--- config.mk ---
export PLATFORM = sky130hd
export DESIGN_NAME = commit_rat
export DESIGN_NICKNAME = d
export VERILOG_FILES = /design/src/prf_pkg.sv /design/src/commit_rat.sv
export SDC_FILE = /design/constraint.sdc
export NUM_CORES = 1
export LEC_CHECK = 0
export ABC_AREA = 1
export BUFFER_PORTS_ARGS = -buffer_cell sky130_fd_sc_hd__buf_2
export CORE_MARGIN = 5
export CORE_UTILIZATION = 45
export DETAILED_ROUTE_END_ITERATION = 10
export PLACE_DENSITY = 0.68
export SLEW_MARGIN = 20
export SYNTH_ARGS = -nofsm -noshare
export SYNTH_HDL_FRONTEND = slang
export SYNTH_SLANG_ARGS = --single-unit
--- constraint.sdc ---
create_clock -name clk -period 3.7 [get_ports clk]
set_input_delay 0.74 -clock clk [delete_from_list [all_inputs] [get_ports clk]]
set_output_delay 0.74 -clock clk [all_outputs]
set_load 0.005 [all_outputs]
--- src/prf_pkg.sv ---
`default_nettype none

package prf_pkg;

    localparam int xlen       = 64;
    localparam int preg_width = 7;  // up to 128 physical registers
    localparam int areg_width = 5;

    typedef logic [xlen-1:0]       data_t;
    typedef logic [preg_width-1:0] preg_t;
    typedef logic [areg_width-1:0] areg_t;

    // one read port request
    typedef struct packed {
        logic  en;
        preg_t addr;
    } prf_rd_req_t;

    // one write port request
    typedef struct packed {
        logic  we;
        preg_t addr;
        data_t data;
    } prf_wr_req_t;

    // one retiring instruction's destination mapping
    typedef struct packed {
        logic  valid;
        areg_t areg;
        preg_t preg;
    } rat_commit_t;

    typedef enum logic {
        st_clear = 1'b0,  // sweeping rows to zero
        st_ready = 1'b1
    } mpram_state_e;

endpackage

`default_nettype wire

--- src/commit_rat.sv ---
`timescale 1ns/100ps
`default_nettype none

module commit_rat
    import prf_pkg::*;
#(
    parameter int commit_port = 2,
    parameter int preg_size   = 128
) (
    input  logic        clk,
    input  logic        rst_n,
    input  rat_commit_t commit [commit_port],
    output preg_t       map_reg [32]
);

    // committed areg to preg map starts as the identity
    always_ff @(posedge clk) begin
        if (!rst_n) begin
            for (int a = 0; a < 32; a++) begin
                map_reg[a] <= preg_t'(a);
            end
        end else begin
            for (int c = 0; c < commit_port; c++) begin
                if (commit[c].valid) begin
                    map_reg[commit[c].areg] <= commit[c].preg;  // higher port overrides
                end
            end
        end
    end

    for (genvar c = 0; c < commit_port; c++) begin : g_commit_chk
        a_preg_range: assert property (
            @(posedge clk) disable iff (!rst_n)
            commit[c].valid |-> (commit[c].preg < preg_size)
        ) else $error("commit port %0d maps to preg %0d beyond file size",
                      c, commit[c].preg);
    end

endmodule

`default_nettype wire

==> results of run 1 <==
power by group:
| group | switching [µW] | internal [µW] |
|---|---|---|
| registers | 32.0 | 2460 |
| clock network | 1060 | 1480 |
| logic | 405 | 147 |
| total | 1500 | 4080 |
through the flow:
stage	worst slack (ns)	util, %
floorplan	1.88	-
global placement	1.17	51.1
detailed placement	1.14	51.1
CTS	1.69	54.3
global route	1.46	54.4
finish	1.65	54.4
layer usage:
layer  share of wire, %  GRT usage [%]  vias up  wire length, µm
li1                   -              -     6474                -
met1                 41           40.4     6011            18700
met2                 44           47.0      738            20300
met3                 11           5.03      131             4890
met4                3.9           11.2        0             1800
met5                  0              0        -                0
kinds of logic after synthesis:
family	Yosys count
compound gates	171
buf+inv	436
flops	224
simple gates	1158
area by class of cell:
cell class                      count  area (µm²)
Inverter                          342        1280
Tap cell                          335         419
Clock inverter                      5        27.5
Sequential cell                   224        4480
Antenna cell                        3        7.51
Multi-Input combinational cell   1329        5630
Fill cell                        2663       11800
Timing Repair Buffer              270        1430
Clock buffer                       43         806
cells in the mapped netlist, drive strengths merged:
library cell  number
nand2            639
inv              338
nand3            305
dfxtp            224
nor2             214
o21ai             91
a21oi             80
clkbuf            60
buf               34
clkinv             4
path summary, 6_finish.rpt:
path	slack, ns	endpoint
max	1.65	map_reg[26]
min	0.53	map_reg[20]
max reg2reg	2.97	map_reg[42]
min reg2reg	0.53	map_reg[20]
layout by cell type, fill, tap and decap left out, types with 4 or more instances in the layout:
cell,count
a21oi_1,80
buf_2,250
buf_4,18
clkbuf_1,9
clkbuf_16,27
clkbuf_8,7
clkinv_1,4
clkinv_2,4
dfxtp_1,224
inv_1,337
nand2_1,639
nand3_1,302
nor2_1,206
nor2_2,6
o21ai_0,91
critical path: stages:
cell and delay, ns:
buf_2 0.11, inv_1 0.06, nand3_1 0.27, inv_1 0.52, nand2_1 0.42, o21ai_0 0.27, nor2_1 0.07
==> summary.md, run 1 <==
| Metric | Value |
|---|---|
| Status | complete, no violations |
| CP startpoint kind | input port |
| Clk_skew | 0 ns |
| Setup TNS | 0 ns |
| Largest net degree at the start of global routing | 68 |
| Slew @ Worst Pin | 1.06 ns |
| Seq cells post-synth | 224 |
| RSZ-0062 raised after global routing | false |
| Hold Startpoint | map_reg[20] |
| Area grow syn2layout | 19.3% |
| Synth Area in Compound Gates | 7.25% |
| First-pass iteration count of the detailed router | 6 |
| Largest cells by area after synthesis | dfxtp_1 38%, nand2_1 20%, nand3_1 13%, inv_1 11%, nor2_1 6.6% |
| Synth Area per Inst | 5.93 µm² |
| DR WL/cell | 17.9 µm |
| Via-to-Cell Ratio | 5.23 |
| Largest area contributor in the netlist | dfxtp_1 |
| IO Pins | 252 |
| Overall Power | 5580 µW |
| Cells after Synth | 1989 |
| Fin nets | 2221 |
| Sequential-to-total area share from yosys stat | 38.0% |
| Crit path launch | commit[8] |
| H-tree levels | 1 |
| Core outline area | 25900 µm² |
| Final worst path period share | 55.3% |
| Final antenna-violating net count | 0 |
| Cell variety after synth | 17 |
| R2R depth | 4 |
| Clk Tree Root Cell | clkbuf_16 |
| Buffer depth of the longest clock path | 3 |
| # setup viols final | 0 |
| Worst path arrival time | 2.47 ns |
| Die Height | 172 µm |
| Setup crit end kind | flip-flop |
| Syn nets | 2017 |
| Starting Density | 45.6% |
| Initial DRC Count | 1713 |
| Final Critical Period | 2.05 ns |
| Mux cell area share after synthesis | 0% |
| Fmax | 489 MHz |
| Max Slew Vio Count | 0 |
| Final wirelength | 45700 µm |
| Total GRT Usage | 29.6% |
| Max reg flops | 224 |
| Final Hold Fails | 0 |
| Finished Layout Cells | 2551 |
| Synth Area in Adders | 0% |
| Number of buffers inserted by port buffering | 251 |
| Critical path type | in2reg |
| Area fraction of the dominant cell type after synthesis | 38.0% |
| P_leak | 0.00827 µW |
| # rows | 59 |
| Worst Path Required | 4.13 ns |
| Vias | 13400 |
| TritonCTS clock tree | yes |
| Worst-path clk slew | 0.06 ns |
| Initial antenna violation count | 3 |
| XOR/XNOR Fraction of Synth Area | 0% |
| Worst vdd ir | 0.000274 V |
| Critical path fanouts, max | 16 |
| Hold path depth | 4 |
| Hold crit path type | reg2reg |
| Max_slew headroom | 29.5% |
| DR DRC count | 0 |
| Post-synthesis simple-gate area fraction | 40.4% |
| Placed Instance Area | 13200 µm² |
| P per Cell Area | 396 nW/µm² |
| Clock latency on the worst-skew pair | 0.54 ns |
| GP Congestion | 0.943 |
| Full die area | 29600 µm² |
| Chip Width | 172 µm |
| Final instance area | 14100 µm² |
| Hold_ws | 0.534 ns |
| Clk sinks | 224 |
| Vias in the first global route | 11800 |
| Placed insts | 2500 |
| FF-to-FF Start | map_reg[42] |
| Ys Warns | 0 |
| Largest family of logic cells by synthesized area | simple AND/OR/NAND/NOR gates |
| Hpwl dp | 30300 µm |
| Post-CTS Hold Buffers | 0 |
| Post-Syn Area | 11800 µm² |
| Gr ovfl total | 0 |
| Maxcap violations | 0 |
| First-pass GRT wire length | 68300 µm |
| CTS resizes | 0 |
| Clock buffer count from CTS | 26 |
| Ratio of cells with drive above 1 in the final layout | 14.5% |
| Setup bufs post-CTS | 0 |
(Power assumes the default switching activity.)
==> run 2, diff against run 1 <==
Settings changed: ABC_AREA 1 to 0.
Clock period 3.7 ns to 2 ns, I/O delays scaled along.
==> run 2 against run 1 <==
Final area down 3.1%. Worst hold slack worse by 0.20 ns. Synthesized area down 4.5%. Critical endpoint is now map_reg[34]. Routed wire length up 4.2%. Via count down 2.3%. First-iteration DRC count up 13%. Die area down 4.2%. Sequential share of layout area up 1.0 points. Largest power group is now registers. Sequential power up 85%. Clock skew unchanged.
==> summary.md, run 2 <==
| Metric | Value |
|---|---|
| Status | complete, no violations |
| Hold_ws | 0.336 ns (-0.197 ns) |
| Via-to-Cell Ratio | 6.89 (+32%) |
| Cells after Synth | 1393 (-30%) |
| # rows | 58 (-1.7%) |
| Initial antenna violation count | 2 (-1) |
| Core outline area | 24900 µm² (-3.9%) |
| Chip Width | 168 µm (-2.1%) |
| Met1 GRT Util | 43.4% (+3.0 points) |
| Vias in the first global route | 12400 (+4.6%) |
| Worst path slowest cell | dfxtp_1 |
| Clock latency on the worst-skew pair | 0.51 ns (-0.03 ns) |
| R2R depth | 2 (-2) |
| First-pass iteration count of the detailed router | 6 (unchanged) |
| TritonCTS clock tree | yes |
| Critical path fanouts, max | 2 (-14) |
| DR WL/cell | 25.2 µm (+40%) |
| FF-to-FF setup slack | 1.20 ns (-1.77 ns) |
| Commonest non-fill, non-tap cell in the layout | buf_2 |
| CP startpoint kind | flip-flop |
| CTS resizes | 0 (unchanged) |
| Seq cells post-synth | 224 (unchanged) |
| Async set or reset register ratio after synthesis | 0% (unchanged) |
| Final wirelength | 47700 µm (+4.2%) |
| Worst vdd ir | 0.000531 V (+94%) |
| Number of synthesized flops with an enable pin | 0 (unchanged) |
| Setup TNS | 0 ns (unchanged) |
| Worst path arrival time | 1.08 ns (-1.39 ns) |
| CP cell instances | buf_2 |
| Max Slew Vio Count | 0 (unchanged) |
| Worst Path Required | 1.60 ns (-2.53 ns) |
| Most frequent cells in the layout | 250 x buf_2, 224 x dfxtp_1, 215 x o21ai_0 |
| Met2 Resource Use GR | 47.1% (+0.12 points) |
| Fmax | 677 MHz |
| Clk Tree Root Cell | clkbuf_16 |
| Clk_skew | 0 ns (unchanged) |
| Hpwl dp | 30200 µm (-0.31%) |
| P_leak | 0.00472 µW (-43%) |
| # setup viols final | 0 (unchanged) |
| Setup bufs post-CTS | 0 (unchanged) |
| P per Cell Area | 760 nW/µm² (+92%) |
| Die Height | 168 µm (-2.1%) |
| Maxcap violations | 0 (unchanged) |
| Final Core Density | 54.8% (+0.49 points) |
| Final Hold Fails | 0 (unchanged) |
| Clk sinks | 224 (unchanged) |
| Total GRT Usage | 31.5% (+1.9 points) |
| Cell variety after synth | 35 (+18) |
| Worst Hold End | map_reg[199] |
| Hold path depth | 3 (-1) |
| RSZ-0062 raised after global routing | false |
| IO Pins | 252 (unchanged) |
| Levels on crit path | 1 (-6) |
| Vias | 13000 (-2.3%) |
| FF-to-FF Start | map_reg[135] |
| Hold Startpoint | commit[16] |
| Setup crit end kind | output pin |
| Final worst path period share | 73.9% |
| Worst-path clk slew | 0.06 ns (about the same) |
| Syn nets | 1421 (-30%) |
| Starting Density | 45.3% (-0.27 points) |
| M3 GR Usage | 7.56% (+2.5 points) |
| Family with the most delay on the worst path | flip-flops |
| Buffer depth of the longest clock path | 3 (unchanged) |
| Post-CTS Hold Buffers | 0 (unchanged) |
| First-pass GRT wire length | 72900 µm (+6.7%) |
| Area fraction of the dominant cell type after synthesis | 39.8% (+1.8 points) |
| Gr ovfl total | 0 (unchanged) |
| Sequential-to-total area share from yosys stat | 39.8% (+1.8 points) |
| Buf+Inv Stages, Crit Path | 1 (-2) |
| Slew @ Worst Pin | 0.621 ns (-0.436 ns) |
| Synth Area per Inst | 8.09 µm² (+36%) |
| Post-Syn Area | 11300 µm² (-4.5%) |
| Final antenna-violating net count | 0 (unchanged) |
| Fin nets | 1575 (-29%) |
| Critical path type | reg2out |
| Max_slew headroom | 58.6% (+29 points) |
| Initial DRC Count | 1928 (+13%) |
| Largest cells by area after synthesis | dfxtp_1 40%, o31ai_1 9.6%, o21ai_0 9.5%, nand3_1 9.4%, a31oi_1 8.0% |
| Clock buffer count from CTS | 25 (-3.8%) |
| Ratio of cells with drive above 1 in the final layout | 24.6% (+10 points) |
| Post-synth top cells | 224 x dfxtp_1, 215 x o21ai_0, 211 x nand3_1 |
| Area grow syn2layout | 21.1% |
| Largest net degree at the start of global routing | 59 (-13%) |
| Ys Warns | 0 (unchanged) |
| Number of buffers inserted by port buffering | 251 (unchanged) |
| Crit Reg-Reg Endpoint | map_reg[135] |
| Max reg flops | 224 (unchanged) |
| GP Congestion | 0.853 (-9.6%) |
| CP peak stage delay | 0.40 ns (-0.12 ns) |
| Hold crit path type | in2reg |
| Full die area | 28300 µm² (-4.2%) |
| Largest area contributor in the netlist | dfxtp_1 |
| Final Critical Period | 1.48 ns |
| Ys flop type | dfxtp_1 |
| Top-count cell post-synth | dfxtp_1 |
| Most Used Layer, Global Route | met2 |
| DR DRC count | 0 (unchanged) |
| H-tree levels | 1 (unchanged) |
==> run 2: through the flow <==
step,worst slack [ns],instances,cell area [µm²],power [µW]
detailed placement,0.145,1850,12900,5940
floorplan,0.398,1393,11300,5400
global route,0.491,1893,13700,10600
CTS,0.521,1891,13600,10300
finish,0.523,1893,13700,10400
global placement,0.198,1850,12900,5930
==> run 2: kinds of logic after synthesis <==
logic type	after synthesis	share of synthesized area, %
flops	224	39.8
buf+inv	207	8.40
simple gates	345	16.4
compound gates	617	35.4
==> run 2: area by class of cell <==
class                   count  area [µm²]
clock buffers              32         672
multi-input cells         962        5870
fillers                  2299       11200
well taps                 330         413
repair buffers            334        2110
diodes                      2        5.00
flip-flops and latches    224        4480
clock inverters             9        97.6
==> run 2: worst max path at each step <==
| stage | startpoint | endpoint | slack [ns] |
|---|---|---|---|
| 2_1_floorplan | commit[9] | map_reg[198] | 0.40 |
| 3_3_place_gp | commit[9] | map_reg[1] | 0.20 |
| 3_5_place_dp | commit[9] | map_reg[1] | 0.14 |
| 4_1_cts | map_reg[34] | map_reg[34] | 0.52 |
| 5_1_grt | map_reg[154] | map_reg[154] | 0.49 |
| 6_report | map_reg[34] | map_reg[34] | 0.52 |
==> run 2: routing by layer <==
layer / vias up / wire [µm]
li1: 5700 / -
met1: 6140 / 18900
met2: 1036 / 20600
met3: 165 / 6060
met4: 0 / 2070
met5: - / 0
==> run 2: where the power goes <==
group	switching (µW)	internal, µW	total [µW]
clock	1880	2610	4480
combinational	893	386	1280
sequential	58.9	4550	4610
total	2830	7540	10400
